<file path="src/verilog/mfPkg.sv">
package mfPkg;

	//////////////////////////////////////////////////
	// Sample and coefficient widths
	//////////////////////////////////////////////////

	localparam int sampleWidth = 16;                 // Real input and coefficient parts
	localparam int analyticWidth = sampleWidth + 2;  // Headroom for the Hilbert sum
	localparam int addressWidth = 8;                 // Tap index on the host bus
	localparam int magnitudeWidth = 48;              // L1 magnitude output

	typedef logic signed [sampleWidth-1:0] realSample;

	// One analytic sample, real part is the delayed centre sample
	typedef struct packed {
		logic signed [analyticWidth-1:0] re;
		logic signed [analyticWidth-1:0] im;  // Hilbert output
	} analyticSample;

	// One reference tap as stored in the coefficient RAM
	typedef struct packed {
		logic signed [sampleWidth-1:0] re;
		logic signed [sampleWidth-1:0] im;
	} complexCoeff;

	// Host write word
	typedef struct packed {
		logic [addressWidth-1:0] address;  // Tap index
		complexCoeff value;
	} coeffWrite;

	typedef logic [magnitudeWidth-1:0] magnitude;

	//////////////////////////////////////////////////
	// Hilbert filter constants
	//////////////////////////////////////////////////

	localparam int hilbertLength = 7;
	localparam int hilbertCentre = 3;  // Group delay in samples
	localparam int hilbertShift = 7;   // Taps carry a gain of 128

	// Odd taps follow 2/(pi*n), even taps are zero
	localparam int hilbertTaps [hilbertLength] = '{-27, 0, -81, 0, 81, 0, 27};

	//////////////////////////////////////////////////
	// FSM states
	//////////////////////////////////////////////////

	typedef enum logic [1:0] {
		idle,    // Waiting for an analytic sample
		fetch,   // Reading taps from the coefficient store
		finish   // Draining the last product and emitting
	} correlatorState;

endpackage
</file>
<file path="src/verilog/hilbertTransform.sv">
module hilbertTransform (
	input logic clock,
	input logic rstN,
	input logic sampleValid,
	input mfPkg::realSample sample,
	output logic analyticValid,
	output mfPkg::analyticSample analytic
);
	import mfPkg::*;

	// Four 8 bit taps on a 16 bit sample need 24 bits, one spare
	localparam int sumWidth = sampleWidth + 9;

	realSample line [hilbertLength-1];  // Past samples, entry 0 is the newest
	realSample window [hilbertLength];  // Incoming sample followed by the line
	logic signed [sumWidth-1:0] tapSum;
	logic signed [sumWidth-1:0] scaledSum;

	//////////////////////////////////////////////////
	// Filter window and tap sum
	//////////////////////////////////////////////////

	always_comb begin
		window[0] = sample;  // The strobed sample joins the window directly
		for (int k = 1; k < hilbertLength; k++) begin
			window[k] = line[k-1];
		end
	end

	always_comb begin
		tapSum = '0;
		for (int k = 0; k < hilbertLength; k++) begin
			if (hilbertTaps[k] != 0) begin  // Even taps drop out
				tapSum = tapSum + sumWidth'(hilbertTaps[k] * window[k]);
			end
		end
		scaledSum = tapSum >>> hilbertShift;  // Remove the tap gain
	end

	//////////////////////////////////////////////////
	// Sample line and output register
	//////////////////////////////////////////////////

	always_ff @(posedge clock or negedge rstN) begin
		if (!rstN) begin
			for (int k = 0; k < hilbertLength - 1; k++) begin
				line[k] <= '0;
			end
			analyticValid <= 1'b0;
			analytic <= '0;
		end else begin
			analyticValid <= sampleValid;  // One cycle behind the input strobe
			if (sampleValid) begin
				line[0] <= sample;
				for (int k = 1; k < hilbertLength - 1; k++) begin
					line[k] <= line[k-1];
				end
				// Centre sample lines up with the filter delay
				analytic.re <= analyticWidth'(window[hilbertCentre]);
				analytic.im <= analyticWidth'(scaledSum);
			end
		end
	end

endmodule

</file>
<file path="config.mk">
export PLATFORM = sky130hd
export DESIGN_NAME = hilbertTransform
export DESIGN_NICKNAME = d
export VERILOG_FILES = /design/src/verilog/mfPkg.sv /design/src/verilog/hilbertTransform.sv
export SDC_FILE = /design/constraint.sdc
export NUM_CORES = 1
export LEC_CHECK = 0
export ABC_AREA = 1
export BUFFER_PORTS_ARGS = -buffer_cell sky130_fd_sc_hd__buf_2
export CELL_PAD_IN_SITES_DETAIL_PLACEMENT = 0
export CELL_PAD_IN_SITES_GLOBAL_PLACEMENT = 1
export CORE_MARGIN = 4
export CORE_UTILIZATION = 51
export CTS_CLUSTER_DIAMETER = 50
export DETAILED_ROUTE_END_ITERATION = 8
export GPL_TIMING_DRIVEN = 0
export HOLD_SLACK_MARGIN = 0.06
export PLACE_DENSITY = 0.8
export SETUP_SLACK_MARGIN = 0.4
export SKIP_CTS_REPAIR_TIMING = 1
export SLEW_MARGIN = 15
export SYNTH_ARGS = -nofsm -noshare
export SYNTH_HDL_FRONTEND = slang
export SYNTH_SLANG_ARGS = --single-unit
</file>
<file path="constraint.sdc">
create_clock -name clock -period 7.3 [get_ports clock]
set_input_delay 1.46 -clock clock [delete_from_list [all_inputs] [get_ports clock]]
set_output_delay 1.46 -clock clock [all_outputs]
set_load 0.02 [all_outputs]
</file>
* After elaboration in Yosys (flattened, before gate mapping)
Index checks and enable logic that the tools add are counted.
Word-level totals: input bits 19, logic and storage cells 16, flip-flop bits (word level) 131
Cells by class: $add $sub $neg 3, multiply operators 4
Operators by type and width (number):
- multiplier 8 x 16 -> 24 bit, first input constant | 2
- multiplier 6 x 16 -> 22 bit, first input constant | 2
- adder 22 x 24 -> 25 bit | 1
- adder 25 x 22 -> 25 bit | 1
- adder 25 x 24 -> 25 bit | 1

* Longest topological paths before layout
depth after elaboration 4, mapped depth 27, mapped depth without buffers 27

* Least setup slack after synthesis
OpenSTA, ideal clock, no wires.
path kind input to register, start input sample[0], end register analytic[7] (netlist name), library setup time 0.117 ns, required time 7.183 ns, cell stages on the path 22, data arrival time 6.359 ns, path slack 0.824 ns, cell sequence inv_1 -> fa_1 -> inv_1 -> fa_1 -> inv_1 -> ha_1 -> fa_1 -> fa_1 -> fa_1 -> fa_1 -> fa_1 -> ha_1 -> a21oi_1 -> nor2_1 -> nor2_1 -> nand2_2 -> nand2_2 -> nand2_2 -> nand2_1 -> nand3b_1 -> nand3_1 -> nand2_1
Between the ends: cells in the longest elaborated chain, start to end 4
RTL lines:
- start, declared | line hilbertTransform.sv:5 | input mfPkg::realSample sample,
- multiplier 6 x 16 -> 22 bit | line hilbertTransform.sv:34 | tapSum = tapSum + sumWidth'(hilbertTaps[k] * window[k]);
- adder 22 x 24 -> 25 bit | line hilbertTransform.sv:34
- adder 25 x 24 -> 25 bit | line hilbertTransform.sv:34
- adder 25 x 22 -> 25 bit | line hilbertTransform.sv:34
- end, declared | line hilbertTransform.sv:7 | output mfPkg::analyticSample analytic
Every way passes these cells. A chain may end at the register's enable or synchronous reset.

* Worst setup path in the final report
start input sample[2], end register analytic[5] (netlist name)
The elaborated chain is that of the path after synthesis.

==> reports/qor.csv <==
stage,metric,value,unit
status,status,completed,
logic_synthesis,yosysSeqAreaShare,20.03,%
detailed_routing,drt_iter0_markers,452,
sta,tns,0,ns
logic_synthesis,yosysWarningCount,0,
global_route,antenna_found_initial,1,
cts,htree_levels,4,
detailed_routing,vias,9745,
logic_synthesis,synth_nets,1978,
layout,multiInputGateArea,9802,um^2
global_route,grt_pass1_vias,10520,
detailed_routing,wl_per_cell,17.64,um
setup_path,crit_start,sample[2],
placement,dp_hpwl,29420,um
floorplan,row_count,61,
floorplan,initial_core_util,51.71,%
layout,nNetsFinal,2053,
logic_synthesis,ys.flop_type,dfrtp_1,
setup_path,path_cells,buf_2 > inv_2 > fa_1 > fa_1 > ha_1 > inv_1 > fa_1 > inv_1 > fa_1 > fa_1 > fa_1 > fa_1 > ha_4 > nand2_2 > nor2_2 > nand4_1 > nand2_2 > nand2_2 > nand2_4 > nand2_1 > nand2_1 > nand2_1 > nand3_1 > nand2_1,
detailed_routing,ant_nets,0,
placement,io_buffers,55,
sta,finalCritPeriodShare,90.61,%
cts,clock-sinks,115,
worst_hold_path,min_from,analytic[4],
layout,layout-drive-gt1-share,9.533,%
logic_synthesis,syn_inst,1496,
sta,slew_headroom,47.23,%
cts,cts_tree,built,
global_route,grt_pass1_wl,57080,um
logic_synthesis,synth-edff-count,0,
floorplan,core,27780,um^2
setup_path,end_kind,flop,
global_route,track_usage,24.13,%
floorplan,dieArea,30920,um^2
sta,worst_slew_pin_slew,0.7915,ns
setup_path,path_class,primary input to flop,
worst_hold_path,hp-class,flop to flop,
setup_path,worstSetupStartpointType,primary input,
sta,period_minus_slack,6.615,ns
setup_path,cp_top_family,adder cells,
setup_path,slowest_delay,0.59,ns
cts,clock_latency,0.43,ns
sta,report.final.slew_viol_count,0,
cts,cts_root_buffer,clkbuf_16,
global_route,grt_max_degree,87,
logic_synthesis,async_flop_share,100.0,%
detailed_routing,drc,0,
detailed_routing,viasPerCell,4.967,
sta,rsz0062_at_grt,yes,
placement,routabilityCongestion,0.8767,
layout,fill_cells,2564,
sta,setup_viol,0,
setup_path,path_buf_inv,4,
placement,place_inst,1930,
setup_path,cp_common_cell,fa_1,
floorplan,die_y,175.8,um
detailed_routing,dr.pass1.iters,5,
setup_path,crit_path_top_delay_cell,fa_1,
logic_synthesis,synth_commonest_cells,"388 x inv_1, 254 x nand2_1, 237 x fa_1",
detailed_routing,wl,34620,um
layout,stdcell_count,1962,
logic_synthesis,synth.largest_area_cell,fa_1,
cts,numCtsBuffers,17,
logic_synthesis,synthTopCellsByArea,"fa_1 33%, dfrtp_1 20%, ha_1 20%",
logic_synthesis,yosysMostFrequentCell,inv_1,
sta,hold_viol_final,0,
logic_synthesis,avgSynthCellArea,9.603,um^2
global_route,grt_overflow,0,
sta,finClkSkew,0.01615,ns
layout,antenna_cells,0,
logic_synthesis,netlist_area,14370,um^2
setup_path,critPathMaxFanout,5,
logic_synthesis,netlist.area_leader.share,33.03,%
sta,fmax,0.1512,GHz
floorplan,die-width,175.8,um
layout,ff_latch_area,2878,um^2
cts,clock_path_buffers,2,
setup_path,rr_startpoint,line[15],
run,cap_violations,0,
logic_synthesis,ys_types,30,
setup_path,critPathRequiredTime,7.62,ns
logic_synthesis,ys_seq_elements,115,
layout,area_delta_synth_final,10.19,%
cts,clk_pin_slew_worst_paths,0.07,ns
setup_path,arrival,6.93,ns
floorplan,ios,56,
==> worst paths after layout <==
check	endpoint	slack, ns	cells past startpoint
max	analytic[5]	0.69	24
min in group asynchronous	analytic[1]	0.92	1
min reg2reg	analytic[4]	0.47	2
max in group asynchronous	line[95]	5.66	2
max reg2reg	analytic[17]	1.11	23
min	analytic[4]	0.47	2
==> final cells by class <==
cell class,count,area share [%]
buffer,43,1.533
multi-input combinational,944,61.92
inverter,394,9.342
tap,378,2.988
timing repair buffer,56,1.968
clock buffer,17,2.687
clock inverter,15,1.383
sequential,115,18.18
==> layer usage <==
| layer | wire [um] | GRT usage (%) | vias to the layer above |
|---|---|---|---|
| met3 | 1183 | 3.272 | 41 |
| met4 | 975 | 6.693 | 0 |
| met5 | 0 | 0 | - |
| met2 | 17390 | 41.72 | 163 |
| met1 | 15070 | 32.15 | 4896 |
| li1 | - | - | 4645 |
==> cell usage in the layout, fill, tap and decap left out, types with 2 or more instances in the layout <==
cell type     n
inv_6         5
a21oi_2       4
buf_4        19
clkbuf_16    17
inv_2         9
dfrtp_1     115
inv_1       385
xor2_1        3
nand3_1      30
nand2_1     253
fa_1        236
ha_1        225
a21oi_1      16
o21ai_0      89
o21a_1        2
nor3_1        3
inv_8         2
nand4_1       5
nand2_2      10
nor2_1       26
a21o_1        2
buf_2        64
clkinv_4      2
bufinv_16     4
nand3b_1      6
xnor2_1       9
and2_1        2
o21bai_1      3
clkinvlp_4    2
nor3_2        3
o21ai_1       7
nor2_2        3
clkbuf_1     14
==> tightest hold or removal path, cell delays in order, from the launching register on <==
cell and delay [ns]:
dfrtp_1 0.34, nand2_1 0.05, nand2_1 0.05
==> stage by stage <==
| stage | worst slack, ns | utilization, % | hold WS (ns) | instance area (um^2) |
|---|---|---|---|---|
| 2_1_floorplan | 0.8238 | - | 0.4493 | 14370 |
| 3_3_place_gp | 0.1340 | 54.40 | 0.4580 | 15110 |
| 3_5_place_dp | 0.04448 | 54.53 | 0.4614 | 15150 |
| 4_1_cts | 0.4645 | 56.85 | 0.4788 | 15790 |
| 5_1_grt | 0.3454 | 56.98 | 0.5051 | 15830 |
| 6_report | 0.6852 | 56.98 | 0.4724 | 15830 |
==> logic make-up (layout without fill, tap and decap cells) <==
family          Yosys count  count (layout)  synth area share [%]
xor+xnor                 12              12                0.7316
buf+inv                 437             525                 11.98
flops                   115             115                 20.03
compound gates          125             125                 4.572
fa+ha+maj               463             463                 52.71
simple gates            344             344                 9.972
==> state kept, by name, summed over array words and instances, names as in the netlist <==
signal / flops
analytic: 34
analyticValid: 1
line: 80
Power is left out: the tool's default activity adds up to more than one toggle a clock period on the data nets, which glitch-free logic cannot reach.
