==> src/verilog/mfPkg.sv <==
package mfPkg;

	//////////////////////////////////////////////////
	// Sample and coefficient widths
	//////////////////////////////////////////////////

	localparam int sampleWidth = 16;                 // Real input and coefficient parts
	localparam int analyticWidth = sampleWidth + 2;  // Headroom for the Hilbert sum
	localparam int addressWidth = 8;                 // Tap index on the host bus
	localparam int magnitudeWidth = 48;              // L1 magnitude output

	typedef logic signed [sampleWidth-1:0] realSample;

	// One analytic sample, real part is the delayed centre sample
	typedef struct packed {
		logic signed [analyticWidth-1:0] re;
		logic signed [analyticWidth-1:0] im;  // Hilbert output
	} analyticSample;

	// One reference tap as stored in the coefficient RAM
	typedef struct packed {
		logic signed [sampleWidth-1:0] re;
		logic signed [sampleWidth-1:0] im;
	} complexCoeff;

	// Host write word
	typedef struct packed {
		logic [addressWidth-1:0] address;  // Tap index
		complexCoeff value;
	} coeffWrite;

	typedef logic [magnitudeWidth-1:0] magnitude;

	//////////////////////////////////////////////////
	// Hilbert filter constants
	//////////////////////////////////////////////////

	localparam int hilbertLength = 7;
	localparam int hilbertCentre = 3;  // Group delay in samples
	localparam int hilbertShift = 7;   // Taps carry a gain of 128

	// Odd taps follow 2/(pi*n), even taps are zero
	localparam int hilbertTaps [hilbertLength] = '{-27, 0, -81, 0, 81, 0, 27};

	//////////////////////////////////////////////////
	// FSM states
	//////////////////////////////////////////////////

	typedef enum logic [1:0] {
		idle,    // Waiting for an analytic sample
		fetch,   // Reading taps from the coefficient store
		finish   // Draining the last product and emitting
	} correlatorState;

endpackage
==> src/verilog/coeffStore.sv <==
module coeffStore #(
	parameter int tapCount = 8
) (
	input logic clock,
	input logic rstN,
	input logic coeffWriteValid,
	input mfPkg::coeffWrite coeffWrite,
	input logic readRequest,
	input logic [mfPkg::addressWidth-1:0] readAddress,
	output logic readGrant,
	output mfPkg::complexCoeff readData
);
	import mfPkg::*;

	localparam int indexWidth = $clog2(tapCount);

	complexCoeff ram [tapCount];  // One entry per tap
	logic writeInRange;
	logic readInRange;

	//////////////////////////////////////////////////
	// Arbiter
	//////////////////////////////////////////////////

	// The host always wins, so a write in any cycle blocks the read
	always_comb begin
		readGrant = readRequest && !coeffWriteValid;
	end

	always_comb begin
		writeInRange = coeffWrite.address < tapCount;  // Writes past the end are dropped
		readInRange = readAddress < tapCount;
	end

	//////////////////////////////////////////////////
	// Coefficient RAM
	//////////////////////////////////////////////////

	always_ff @(posedge clock or negedge rstN) begin
		if (!rstN) begin
			for (int k = 0; k < tapCount; k++) begin
				ram[k] <= '0;
			end
		end else if (coeffWriteValid && writeInRange) begin
			ram[coeffWrite.address[indexWidth-1:0]] <= coeffWrite.value;
		end
	end

	// Read data shows up the cycle after the grant
	always_ff @(posedge clock) begin
		if (readGrant) begin
			if (readInRange) begin
				readData <= ram[readAddress[indexWidth-1:0]];
			end else begin
				readData <= '0;
			end
		end
	end

endmodule

==> config.mk <==
export PLATFORM = sky130hd
export DESIGN_NAME = coeffStore
export DESIGN_NICKNAME = d
export VERILOG_FILES = /design/src/verilog/mfPkg.sv /design/src/verilog/coeffStore.sv
export SDC_FILE = /design/constraint.sdc
export NUM_CORES = 1
export LEC_CHECK = 0
export ABC_AREA = 0
export BUFFER_PORTS_ARGS = -buffer_cell sky130_fd_sc_hd__buf_4
export CAP_MARGIN = 25
export CORE_ASPECT_RATIO = 1.4
export CORE_MARGIN = 2
export CORE_UTILIZATION = 40
export CTS_CLUSTER_SIZE = 20
export DETAILED_ROUTE_END_ITERATION = 8
export PLACE_DENSITY = 0.63
export REMOVE_ABC_BUFFERS = 1
export SLEW_MARGIN = 20
export SYNTH_ARGS = -nofsm -noshare
export SYNTH_HDL_FRONTEND = slang
export SYNTH_SLANG_ARGS = --single-unit
==> constraint.sdc <==
create_clock -name clock -period 1.83 [get_ports clock]
set_clock_uncertainty 0.05 [all_clocks]
set_input_delay 0 -clock clock [delete_from_list [all_inputs] [get_ports clock]]
set_output_delay 0 -clock clock [all_outputs]
set_load 0.005 [all_outputs]
**Yosys cells after proc, flatten, opt, wreduce, memory -nomap -nowiden**

Cells that the tools add are included.

- $add $sub $neg: 0
- Multipliers: 0
- Div/mod/pow operators: 0
- Order comparisons: 5
- Equality and inequality tests: 0
- Shifts and indexed selects: 0
- Multiplexer cells: 6
- Bitwise gates (word level): 2
- Reduce and logical (&&, ||, !) cells: 4

Operator list:

| kind | number |
|---|---|
| 256-bit bitwise mux | 1 |
| 32-bit binary-select mux with 3-bit select | 1 |
| 32-bit demux with 3-bit select | 1 |
| 32-bit two-way mux | 3 |
| 8-bit by 4-bit < comparator with 1-bit output, second input constant | 2 |
| 4-bit greater-or-equal comparator, second input constant | 2 |
| 3-bit NOT with 4-bit output | 2 |
| 4-bit by 1-bit < comparator with 1-bit output, second input constant | 1 |
| 1-bit logical AND | 3 |
| 1-bit logical NOT | 1 |

- Flip-flop bits (word level): 288
- Bits in latches: 0
- Bits in writable memories: 0
- Memory bits (read-only): 0
- Input port bits: 52
- Output and inout bits: 33
- Word-level logic and storage cells: 35
- Memories: 0

**Logic depth before layout (Yosys ltp)**

- Depth after elaboration: 6
- Depth in mapped cells: 5
- Depth with buffers taken out: 3

**Worst setup path after synthesis**

Ideal clock, no wire load.

- Path type: input to register
- From: in coeffWriteValid
- To: reg readData[0] in the netlist's numbering, enable pin
- Library setup time: 0.428 ns
- Arrival: 1.517 ns
- Data required time: 1.352 ns
- Path slack: -0.165 ns
- Cell stages on the path: 1
- Buffers on the path: 0
- Path through: nor2b_1

- Longest elaborated chain between the ends: 2

RTL lines:

| item | RTL line | text |
|---|---|---|
| start, declared | coeffStore.sv:6 | `input logic coeffWriteValid,` |
| 1-bit logical NOT | coeffStore.sv:27 | `readGrant = readRequest && !coeffWriteValid;` |
| 1-bit logical AND | coeffStore.sv:27 |  |
| end signal, assigned | coeffStore.sv:53 | `readData <= ram[readAddress[indexWidth-1:0]];` |
| end, declared | coeffStore.sv:11 | `output mfPkg::complexCoeff readData` |

No other way between the ends.
A chain may end at the register's enable or synchronous reset.

**Worst setup path after layout**

- From: in coeffWrite[33] in the netlist's numbering
- To: reg ram[103] in the netlist's numbering

- Longest elaborated chain between the ends: 6
- Elaborated cells between the ends (all ways): 9
- Classes of those cells: order compare (3); mux (3); bitwise (1); reduce/logical (2)

RTL lines:

| item | RTL line | text |
|---|---|---|
| start, declared | coeffStore.sv:7 | `input mfPkg::coeffWrite coeffWrite,` |
| 3-bit NOT with 4-bit output (not written as such) | coeffStore.sv:45 | `ram[coeffWrite.address[indexWidth-1:0]] <= coeffWrite.value;` |
| 4-bit greater-or-equal comparator (not written as such) / 4-bit by 1-bit < comparator with 1-bit output (equally long branches) | coeffStore.sv:45 |  |
| 1-bit logical AND (not written as such) | coeffStore.sv:45 |  |
| 32-bit two-way mux (not written as such) | coeffStore.sv:45 |  |
| 32-bit demux with 3-bit select | coeffStore.sv:45 |  |
| 256-bit bitwise mux | coeffStore.sv:45 |  |
| end signal, assigned by index | coeffStore.sv:45 |  |
| end, declared | coeffStore.sv:17 | `complexCoeff ram [tapCount];` |

Parallel ways exist; a longest one is shown, timed or not.

==> metrics list <==
- In this run, the number of DRC markers left after iteration 0 of detailed routing was 266.
* Arrival @ worst endpoint: 2.00 ns
- Setup violations remaining at the end of the flow were counted as 0.
* Pin count of the biggest net entering global routing: 79
* Total core area: ~30,000 µm²
- Counting the buffers created by CTS gives 27.
- Via-per-instance ratio: ~5.4
- Mapped Avg Cell Area: 17.6 µm²
- Number of search-and-repair iterations in the first detailed-routing pass: 4
- Cells with a size suffix above 1 make up 56.4% of the layout.
- Worst min path class: input port to flip-flop
- Static leakage: roughly 7.2 nW
- In this run the core area contains 76 standard-cell rows.
- Total Routed Length: 26.7 mm
* Worst Path Class, Setup: input port to flip-flop
* Clock tree from TritonCTS: yes
* Overall die width: 153 µm
- At the placement stage, the worst setup path has a slack of -0.235 ns.
- In this run the number of H-tree levels came out at 1.
- Relative slew margins: 64.2%
- Sequential-to-total area share from yosys stat: about three fifths
* Count of unique library cells instantiated by Yosys: 27
- The first global-routing pass estimated around 43 mm of wire.
* Cells after synthesis: ~710
- Area post-placement: 13,900 µm²
- For the worst-skew pair, the clock arrives at the later sink with an insertion delay of roughly 0.53 ns.
* Commonest cells after routing, fill and taps aside: dfrtp_1, mux2_2, buf_4
- The number of global-route vias before repair is about 7,400.
- Cell area after technology mapping: around 12,000 µm²
- Status: completed
* Buffers added on ports: 84
- The number of failing hold endpoints at the final stage is 0.
- At the end of routability-driven placement, the weighted congestion stood at 0.723.
- DIE HEIGHT: 213 µm
- Once detail routing completed, the nets flagged for antenna violations numbered 0.
* Worst endpoint required time: 2.20 ns
- Number of antenna violations at the first check in global routing: 2
- Most frequent standard cell in the layout excluding fill and tap cells: dfrtp_1
* Final Max Tran Viols: 0
- Maxcap violations: 0
* Clock-pin slew on the worst setup and hold paths: 0.07 ns
* Critical Path Sink Type: flip-flop
- Net switching is around a fifth of the power.
- Register share of total power: between 50% and 60%
* Drt wl/cell: 21.3 µm
- For the pin with the worst max-slew slack, the measured transition is 0.536 ns.
- In this run, post-CTS repair resized a total of 0 instances.
- PnR worst setup slack: between 0.2 and 0.25 ns
- In the routed design, unresolved DRC markers number 0.
- Fmax: between 600 and 700 MHz
- Number of buffers inserted by post-CTS setup repair: 0
* Synth warn: 0
* Share of total power in the clock network: roughly 42%
* Worst vdd rail ir drop: 0.505 mV
- Library cell used as clock root buffer: clkbuf_16
- Final design instance area without fill: 15,200 µm²
- Via Count: around 6,800
- Number of synthesized register bits: 288
- Initial core utilization: 40.5%
- Switching pwr: 0.00291 W
- The wire-length estimate of the detail-placed layout is 15.6 mm.
* Num ports: 85
* GR Overflow Total: 0
- Minimum period implied by the final worst setup slack: ~1.6 ns
* PwrDens: 905 nW/µm²
* Startpoint kind of the worst setup timing path: input port
* Layout Nets: 896
- Counting along the longest clock path gives a buffer depth of 3.
* Critical Path Fanout Max: 32
- Design internal power: 0.0109 W
* Comb power frac: about 7.5%
- The die covers ~33,000 µm².
- Final period utilization: 89.0%
* Area added between synthesis and finish: 22.2%
- Unrepaired setup endpoints after global routing: no
- Clock tree synthesis found a total of 288 sinks.
* Overall Global Routing Usage: between 10% and 20%
## worst max-delay path, cell delays in order
cell,delay (ns)
dlygate4sd3_1,0.54
buf_4,0.17
or4_2,0.70
buf_12,0.24
mux2_4,0.32
## metal layers
metal / vias up / part of all wire (%) / GRT usage (%)
met2: 82 / 54 / 31.4
li1: 2988 / - / -
met1: 3698 / 42 / 20.9
met3: 31 / 2.4 / 1.87
met5: - / 0 / 0
met4: 0 / 1.8 / 4.31
## final cells by class
class / instances / area [µm²]
Fill cell: 2568 / 15500
Sequential cell: 288 / 7370
Multi-Input combinational cell: 370 / 4890
Timing Repair Buffer: 156 / 1520
Clock buffer: 39 / 781
Tap cell: 390 / 488
Clock inverter: 9 / 144
Antenna cell: 2 / 5.00
Inverter: 1 / 3.75
## path summary, 6_finish.rpt
path	startpoint	end	slack, ns	cells past startpoint
max in group asynchronous	rstN	ram[83]$_DFFE_PN0P_	0.75	4
worst min register to register	ram[153]$_DFFE_PN0P_	ram[153]$_DFFE_PN0P_	0.45	1
worst max register to register	ram[31]$_DFFE_PN0P_	readData[31]$_SDFFCE_PP0P_	0.39	2
worst max-delay path	coeffWrite[33]	ram[103]$_DFFE_PN0P_	0.20	5
worst min-delay path	readRequest	readData[1]$_SDFFCE_PP0P_	0.03	3
min in group asynchronous	rstN	ram[27]$_DFFE_PN0P_	0.55	4
## power groups by stage
stage | Sequential [W] | Combinational (W) | Clock (W)
2_1_floorplan | 0.00696 | 0.000464 | 0
3_3_place_gp | 0.00700 | 0.000967 | 0
3_5_place_dp | 0.00701 | 0.000989 | 0
4_1_cts | 0.00689 | 0.00106 | 0.00600
5_1_grt | 0.00692 | 0.00114 | 0.00626
6_report | 0.00689 | 0.00104 | 0.00584
## Yosys cell counts
library cell,instances,area (µm²)
mux2_4,30,450
buf_2,16,80.1
and3b_1,1,8.76
nand4_1,2,12.5
or4_1,1,7.51
or4_4,1,11.3
mux4_2,64,1440
nor4b_2,1,15.0
nand3_1,1,5.00
buf_1,2,7.51
mux2_1,1,11.3
dfrtp_1,256,6410
nor2b_1,1,6.26
nand4b_1,1,8.76
nand2_1,1,3.75
nor3b_1,2,15.0
nand3b_1,1,7.51
clkbuf_1,26,97.6
buf_6,3,33.8
edfxtp_1,32,961
nor4_2,1,12.5
nor3_1,1,5.00
mux2_2,225,2530
nor2_1,1,3.75
nor4_1,2,12.5
a22o_1,32,280
inv_1,1,3.75
## cell families after synthesis
logic type             share of synthesized area [%]
AOI/OAI and AO/OA                               2.25
buffers and inverters                           1.79
DFF                                             59.2
muxes                                           35.7
and+or+nand+nor                                 1.09
## registers in the layout (all words and copies together) (netlist names)
signal / cells
readData: 32
ram: 256
## stage by stage
step / utilization, % / TNS (ns) / instances / power (W) / hold WS (ns)
detailed placement: 45.2 / -20.42 / 1167 / 0.00800 / -0.128
global placement: 45.2 / -19.52 / 1167 / 0.00796 / -0.127
floorplan: - / -218.89 / 659 / 0.00743 / -0.346
global route: 49.5 / 0 / 1255 / 0.0143 / 0.0280
CTS: 49.5 / 0 / 1253 / 0.0140 / 0.0126
finish: 49.5 / 0 / 1255 / 0.0138 / 0.0333
## repair_timing
action	CTS	global route
hold buffers	38	0
hold endpoints to repair	536	0
setup endpoints to repair	0	0
Power figures use the tool's default switching activity.
