### src/verilog/mfPkg.sv
package mfPkg;

	//////////////////////////////////////////////////
	// Sample and coefficient widths
	//////////////////////////////////////////////////

	localparam int sampleWidth = 16;                 // Real input and coefficient parts
	localparam int analyticWidth = sampleWidth + 2;  // Headroom for the Hilbert sum
	localparam int addressWidth = 8;                 // Tap index on the host bus
	localparam int magnitudeWidth = 48;              // L1 magnitude output

	typedef logic signed [sampleWidth-1:0] realSample;

	// One analytic sample, real part is the delayed centre sample
	typedef struct packed {
		logic signed [analyticWidth-1:0] re;
		logic signed [analyticWidth-1:0] im;  // Hilbert output
	} analyticSample;

	// One reference tap as stored in the coefficient RAM
	typedef struct packed {
		logic signed [sampleWidth-1:0] re;
		logic signed [sampleWidth-1:0] im;
	} complexCoeff;

	// Host write word
	typedef struct packed {
		logic [addressWidth-1:0] address;  // Tap index
		complexCoeff value;
	} coeffWrite;

	typedef logic [magnitudeWidth-1:0] magnitude;

	//////////////////////////////////////////////////
	// Hilbert filter constants
	//////////////////////////////////////////////////

	localparam int hilbertLength = 7;
	localparam int hilbertCentre = 3;  // Group delay in samples
	localparam int hilbertShift = 7;   // Taps carry a gain of 128

	// Odd taps follow 2/(pi*n), even taps are zero
	localparam int hilbertTaps [hilbertLength] = '{-27, 0, -81, 0, 81, 0, 27};

	//////////////////////////////////////////////////
	// FSM states
	//////////////////////////////////////////////////

	typedef enum logic [1:0] {
		idle,    // Waiting for an analytic sample
		fetch,   // Reading taps from the coefficient store
		finish   // Draining the last product and emitting
	} correlatorState;

endpackage
### src/verilog/complexCorrelator.sv
module complexCorrelator #(
	parameter int tapCount = 8
) (
	input logic clock,
	input logic rstN,
	input logic analyticValid,
	input mfPkg::analyticSample analytic,
	output logic readRequest,
	output logic [mfPkg::addressWidth-1:0] readAddress,
	input logic readGrant,
	input mfPkg::complexCoeff readData,
	output logic outValid,
	output mfPkg::magnitude outMagnitude
);
	import mfPkg::*;

	localparam int indexWidth = $clog2(tapCount);
	localparam int accWidth = magnitudeWidth - 1;  // Signed, so the L1 sum fits the output
	localparam logic [indexWidth-1:0] lastIndex = indexWidth'(tapCount - 1);

	correlatorState state;
	analyticSample delayLine [tapCount];    // Tap k holds the sample from k strobes ago
	logic [indexWidth-1:0] requestIndex;    // Tap being fetched
	logic [indexWidth-1:0] dataIndex;       // Tap that readData belongs to
	logic dataValid;                        // readData is fresh this cycle
	logic signed [accWidth-1:0] accRe;
	logic signed [accWidth-1:0] accIm;
	analyticSample tapSample;
	logic signed [accWidth-1:0] prodRR;
	logic signed [accWidth-1:0] prodII;
	logic signed [accWidth-1:0] prodIR;
	logic signed [accWidth-1:0] prodRI;
	logic [accWidth-1:0] absRe;
	logic [accWidth-1:0] absIm;

	function automatic logic [accWidth-1:0] absValue(input logic signed [accWidth-1:0] value);
		return (value < 0) ? -value : value;
	endfunction

	//////////////////////////////////////////////////
	// Delay line
	//////////////////////////////////////////////////

	always_ff @(posedge clock or negedge rstN) begin
		if (!rstN) begin
			for (int k = 0; k < tapCount; k++) begin
				delayLine[k] <= '0;
			end
		end else if (analyticValid) begin  // Shifts even while busy
			delayLine[0] <= analytic;
			for (int k = 1; k < tapCount; k++) begin
				delayLine[k] <= delayLine[k-1];
			end
		end
	end

	//////////////////////////////////////////////////
	// Multiply by the conjugate tap
	//////////////////////////////////////////////////

	// x * conj(h) = (xr*hr + xi*hi) + j(xi*hr - xr*hi)
	always_comb begin
		tapSample = delayLine[dataIndex];
		prodRR = $signed(tapSample.re) * $signed(readData.re);
		prodII = $signed(tapSample.im) * $signed(readData.im);
		prodIR = $signed(tapSample.im) * $signed(readData.re);
		prodRI = $signed(tapSample.re) * $signed(readData.im);
		absRe = absValue(accRe);
		absIm = absValue(accIm);
	end

	always_comb begin
		readRequest = state == fetch;
		readAddress = addressWidth'(requestIndex);
	end

	//////////////////////////////////////////////////
	// FSM and accumulators
	//////////////////////////////////////////////////

	always_ff @(posedge clock or negedge rstN) begin
		if (!rstN) begin
			state <= idle;
			requestIndex <= '0;
			dataIndex <= '0;
			dataValid <= 1'b0;
			accRe <= '0;
			accIm <= '0;
			outValid <= 1'b0;
			outMagnitude <= '0;
		end else begin
			outValid <= 1'b0;  // Single cycle strobe
			dataValid <= readGrant;
			dataIndex <= requestIndex;
			if (dataValid) begin
				accRe <= accRe + prodRR + prodII;
				accIm <= accIm + prodIR - prodRI;
			end
			case (state)
				idle: begin
					if (analyticValid) begin
						state <= fetch;
						requestIndex <= '0;
						accRe <= '0;
						accIm <= '0;
					end
				end
				fetch: begin
					if (readGrant) begin  // A denied read repeats next cycle
						if (requestIndex == lastIndex) begin
							state <= finish;
						end else begin
							requestIndex <= requestIndex + 1'b1;
						end
					end
				end
				finish: begin
					if (!dataValid) begin  // Last product is in the accumulators
						outValid <= 1'b1;
						outMagnitude <= magnitude'(absRe) + magnitude'(absIm);
						state <= idle;
					end
				end
				default: state <= idle;
			endcase
		end
	end

endmodule

### config.mk
export PLATFORM = sky130hd
export DESIGN_NAME = complexCorrelator
export DESIGN_NICKNAME = d
export VERILOG_FILES = /design/src/verilog/mfPkg.sv /design/src/verilog/complexCorrelator.sv
export SDC_FILE = /design/constraint.sdc
export NUM_CORES = 2
export LEC_CHECK = 0
export BUFFER_PORTS_ARGS = -buffer_cell sky130_fd_sc_hd__buf_2
export CORE_ASPECT_RATIO = 1.2
export CORE_MARGIN = 3
export CORE_UTILIZATION = 40
export DETAILED_ROUTE_END_ITERATION = 7
export HOLD_SLACK_MARGIN = 0.1
export PLACE_DENSITY = 0.67
export REMOVE_ABC_BUFFERS = 1
export SYNTH_ARGS = -nofsm -noshare
export SYNTH_HDL_FRONTEND = slang
export SYNTH_SLANG_ARGS = --single-unit
### constraint.sdc
create_clock -name clock -period 12.56 [get_ports clock]
set_input_delay 1.256 -clock clock [delete_from_list [all_inputs] [get_ports clock]]
set_output_delay 1.256 -clock clock [all_outputs]
set_load 0.01 [all_outputs]
# == Yosys cells after proc, flatten, opt, wreduce, memory -nomap -nowiden ==
# Cells that the tools add are included.
# totals
output_inout_bits,58
reg_bits,440
# classes
addsub,8
order_cmp,3
n_eq_ne,8
mux,22
reduce_logical,5
bitwise,2
n_mul,4
# ops
operator,count
47-bit 2-to-1 mux,8
47-bit by 34-bit adder with 47-bit output,3
18-bit by 16-bit multiplier with 34-bit output,4
36-bit binary-select mux with 3-bit select,1
"47-bit by 1-bit less-than comparator with 1-bit output, second input constant",2
47-bit negation,2
36-bit 2-to-1 mux,2
47-bit by 47-bit adder with 48-bit output,1
47-bit by 34-bit subtractor with 47-bit output,1
3-bit 2-to-1 mux,3
2-bit 2-to-1 mux,4
4-bit AND reduction,2
"2-bit != test, second input constant",3
2-bit case mux with 3 select lines,1
3-bit case mux with 2 select lines,1
"4-bit >= comparator, second input constant",1
"2-bit by 1-bit != test with 1-bit output, second input constant",2
3-bit NOT with 4-bit output,1
"3-bit by 1-bit adder with 3-bit output, second input constant",1
"3-bit equality test, second input constant",1
"2-bit by 1-bit equality test with 1-bit output, second input constant",1
"2-bit equality test, second input constant",1
2-bit zero test,1
1-bit 2-to-1 mux,2
other kinds (3),3

# == Depth between registers and ports, before layout ==
# logic_depth
word_depth,10
mapped_depth,34
ltp_nobuf,30

# == Worst setup path before layout ==
# OpenSTA, ideal clock, no wires.
# synth_path
path_kind,register to register
start,register dataIndex[0]
end,register accRe[46]
setup_slack_ns,2.339
n_path_buf,3
t_arrival_ns,10.138
required_ns,12.478
period_less_slack_ns,10.221
path_stages_with_launch,31
cell_sequence,dfrtp_1 -> clkbuf_1 -> clkbuf_1 -> mux4_2 -> mux2_2 -> clkbuf_1 -> nand2_1 -> fa_1 -> fa_1 -> inv_1 -> fa_1 -> inv_1 -> fa_1 -> inv_1 -> fa_1 -> fa_1 -> fa_1 -> inv_1 -> fa_1 -> inv_1 -> ha_1 -> a21oi_1 -> inv_1 -> o311ai_0 -> a21oi_1 -> o2111ai_1 -> o2bb2ai_1 -> o2111ai_1 -> and3_1 -> or4_1 -> a31oi_1
# synth_between
elab_chain_len,10
# synth_lines
item,line_no,rtl
start: declaration,complexCorrelator.sv:24,logic [indexWidth-1:0] dataIndex;
start signal: assignment,complexCorrelator.sv:94,dataIndex <= requestIndex;
3-bit NOT with 4-bit output (implied by the code) *,complexCorrelator.sv:63,tapSample = delayLine[dataIndex];
36-bit binary-select mux with 3-bit select *,complexCorrelator.sv:63,
36-bit 2-to-1 mux (implied by the code) * (2 in series),complexCorrelator.sv:63,
18-bit by 16-bit multiplier with 34-bit output,complexCorrelator.sv:64,prodRR = $signed(tapSample.re) * $signed(readData.re);
47-bit by 34-bit adder with 47-bit output,complexCorrelator.sv:96,accRe <= accRe + prodRR + prodII;
47-bit by 34-bit adder with 47-bit output *,complexCorrelator.sv:96,
47-bit 2-to-1 mux *,complexCorrelator.sv:95,if (dataValid) begin
47-bit 2-to-1 mux,complexCorrelator.sv:101,if (analyticValid) begin
47-bit 2-to-1 mux *,complexCorrelator.sv:99,case (state)
end signal: assignment,complexCorrelator.sv:96,
end: declaration,complexCorrelator.sv:26,logic signed [accWidth-1:0] accRe;
# Mark *: on every way between the ends. The rest lies on a longest branch, timed or not. The select of a mux whose other input is x is not followed.
# A chain may end at the register's enable or synchronous reset.

# == Worst setup path after layout ==
# layout_path
start,register dataIndex[0]
end,register accIm[45]
# layout_between
elab_chain_len,10
# layout_lines
item,line_no,rtl
3-bit NOT with 4-bit output (implied by the code) *,complexCorrelator.sv:63,
36-bit binary-select mux with 3-bit select *,complexCorrelator.sv:63,
36-bit 2-to-1 mux (implied by the code) * (2 in series),complexCorrelator.sv:63,
18-bit by 16-bit multiplier with 34-bit output,complexCorrelator.sv:66,prodIR = $signed(tapSample.im) * $signed(readData.re);
47-bit by 34-bit adder with 47-bit output,complexCorrelator.sv:97,accIm <= accIm + prodIR - prodRI;
47-bit by 34-bit subtractor with 47-bit output *,complexCorrelator.sv:97,
47-bit 2-to-1 mux *,complexCorrelator.sv:95,
47-bit 2-to-1 mux,complexCorrelator.sv:101,
47-bit 2-to-1 mux *,complexCorrelator.sv:99,
end signal: assignment,complexCorrelator.sv:97,
end: declaration,complexCorrelator.sv:27,logic signed [accWidth-1:0] accIm;
# Marked as above.

==> results.txt <==
Post-CTS Hold Buffers - 0
FF-to-FF End - accIm[45]
Via density - 5.291
Crit path buf inv count - 6
Fmax - 90.67 MHz
# rows - 174
Syn_area_per_cell - 10.07 um^2
Post-CTS Setup Bufs - 0
Crit-path max FO - 37
Final min period - 11.03 ns
Antenna Violating Nets Remaining - 0
Final Cycle Share - 87.81%
Fin nets - 9491
Delay-heaviest family, CP - adder cells
Starting density of the core - 40.29%
Length of the first detailed-routing pass in iterations - 8
Netlist cell types - 73
Non-filler instance count after layout - 9924
CTS buffer count - 46
Root buffer cell - clkbuf_16
Synth Instances - 7501
Final Slew Violations - 0
Placed cells - 9838
H-tree depth - 2
Synth area leader - fa_1
Critical Path Start Type - flop
Critical path required time - 13.03 ns
Initial antenna violation count - 23
Clock skew - 0.05507 ns
Crit path largest cell delay - 0.94 ns
Final hold violations - 0
Largest net degree at the start of global routing - 192
1st-iter DRT viols - 4079
Register area share after synthesis - 14.58%
Setup slack, reg-to-reg - 1.53 ns
# DRC - 0
Crit end category - flop
Die Span Y - 482.0 um
CP max-delay cell - dfrtp_4
#FFs+latches synth - 440
I/O Buffers - 124
Share of cells above drive strength 1 - 9.614%
Critical path's most frequent cell - fa_1
Worst r2r src - dataIndex[0]
R2r worst-path depth - 28
First-pass GRT wire length - 336600 um
Ranking of synthesized cells by area - fa_1, dfrtp_1, inv_1, ha_1, mux2_2
Unrepaired setup endpoints after global routing - no
Max-slew headroom - 25.50%
Clock buffer depth - 3
Min-Delay Endpoint - dataIndex[2]
Clock slew at reported path FFs - 0.06 ns
IO Count - 130
Area growth from synthesis to layout - 6.328%
Tot GR Track Use - 22.50%
Setup CP Type - flop to flop
Synth Flop Type - dfrtp_1
Setup TNS - 0 ns
Die width - 402.7 um
Hold Path Depth - 0
Arr. time, crit path - 11.50 ns
DR vias - 52510
DR WL/cell - 21.35 um
Count of flip-flops with a built-in enable after synthesis - 0
PostCTS Resize Cnt - 0
Min-delay src - requestIndex[2]
RD Place Congestion - 0.9566
# setup viols final - 0
Core Footprint - 187400 um^2
Slew at the pin closest to its max-slew limit - 1.117 ns
Mapped cell area - 75530 um^2
Vias in the first global route - 57890
Die area - 194100 um^2
Clock Sink Count - 440
Hpwl dp - 168400 um
Max Cap Violations - 0
Clock Latency Late Sink - 0.63 ns
Post-synth top area share - 42.09%
Status - completed
Ys async rst share - 100.0%
Yosys warnings - 0
DRT Wirelength - 211900 um
Final Util - 42.84%
Total gr overflow - 0
CTS tree - yes
Hold Path Class - flop to flop
layout by cell type (no fill, tap or decap), drive strengths merged, types with 58 or more instances in the layout:
master  synthesis  layout
inv          1809    1811
fa           1588    1588
nand2         732     732
and2          489     489
dfrtp         440     440
ha            409     409
mux2          325     325
buf            41     218
nor2          202     202
xnor2         155     155
o21ai         152     152
a21oi         125     125
a21o           87      87
mux4           72      72
clkbuf        308      64
xor2           58      58
cells in the mapped netlist (10+ instances only):
| master | count |
|---|---|
| a211oi_1 | 30 |
| a21o_1 | 87 |
| a21oi_1 | 125 |
| a31oi_1 | 15 |
| and2_1 | 489 |
| and3_1 | 27 |
| buf_1 | 35 |
| clkbuf_1 | 308 |
| dfrtp_1 | 440 |
| fa_1 | 1588 |
| ha_1 | 409 |
| inv_1 | 1809 |
| mux2_2 | 325 |
| mux2i_1 | 53 |
| mux4_2 | 72 |
| nand2_1 | 732 |
| nand2b_1 | 25 |
| nand3_1 | 36 |
| nand4_1 | 20 |
| nor2_1 | 202 |
| nor2b_1 | 37 |
| nor3_1 | 31 |
| o211ai_1 | 10 |
| o21a_1 | 17 |
| o21ai_0 | 152 |
| o21bai_1 | 25 |
| o31ai_1 | 34 |
| o41ai_1 | 13 |
| or3_1 | 17 |
| or4_1 | 13 |
| xnor2_1 | 155 |
| xor2_1 | 58 |
state kept, by name, indices dropped and copies added, names as in the netlist:
name,count
accRe,47
outValid,1
requestIndex,3
outMagnitude,48
dataValid,1
delayLine,288
accIm,47
state,2
dataIndex,3
area by class of cell:
| type | count | area (um^2) |
|---|---|---|
| clock buffers | 64 | 1299 |
| repair buffers | 218 | 1371 |
| diodes | 2 | 5.005 |
| multi-input cells | 4905 | 56440 |
| clock inverters | 20 | 291.5 |
| fillers | 17780 | 107100 |
| flip-flops and latches | 440 | 11020 |
| well taps | 2464 | 3083 |
| inverters | 1811 | 6798 |
stage by stage:
step	instance area [um^2]	setup WS (ns)	hold slack, ns
after global placement	78710	1.576	0.4486
after CTS	80300	1.418	0.4631
after global routing	80300	1.078	0.4883
after floorplan	74210	0.6567	0.4671
after detailed placement	78710	1.429	0.4575
final	80310	1.531	0.4512
logic make-up after synthesis:
kind of cell,Yosys count,share of synthesized area [%]
compound gates,574,4.917
xor+xnor,213,2.470
fa+ha+maj,1997,48.87
buf+inv,2160,10.77
flops,440,14.58
mux,450,7.695
other cells,1,0.004965
simple gates,1666,10.70
per-layer routing:
layer	up-vias	GRT usage, %	share of wire [%]
li1	22350	-	-
met1	27510	29.03	38
met2	2136	37.28	48
met3	509	3.408	7.8
met4	4	10.91	6.0
met5	-	0	0.016
how the worst max path moves through the flow:
stage                 start  cells after the start        end
2_1_floorplan  dataIndex[0]                     27  accRe[46]
3_3_place_gp   dataIndex[0]                     27  accIm[40]
3_5_place_dp   dataIndex[0]                     28  accIm[38]
4_1_cts        dataIndex[0]                     28  accIm[38]
5_1_grt        dataIndex[0]                     26  accRe[45]
6_report       dataIndex[0]                     28  accIm[45]
Power is not shown: default switching activity piles up to over one toggle a cycle in this logic, so the estimate is an artifact.
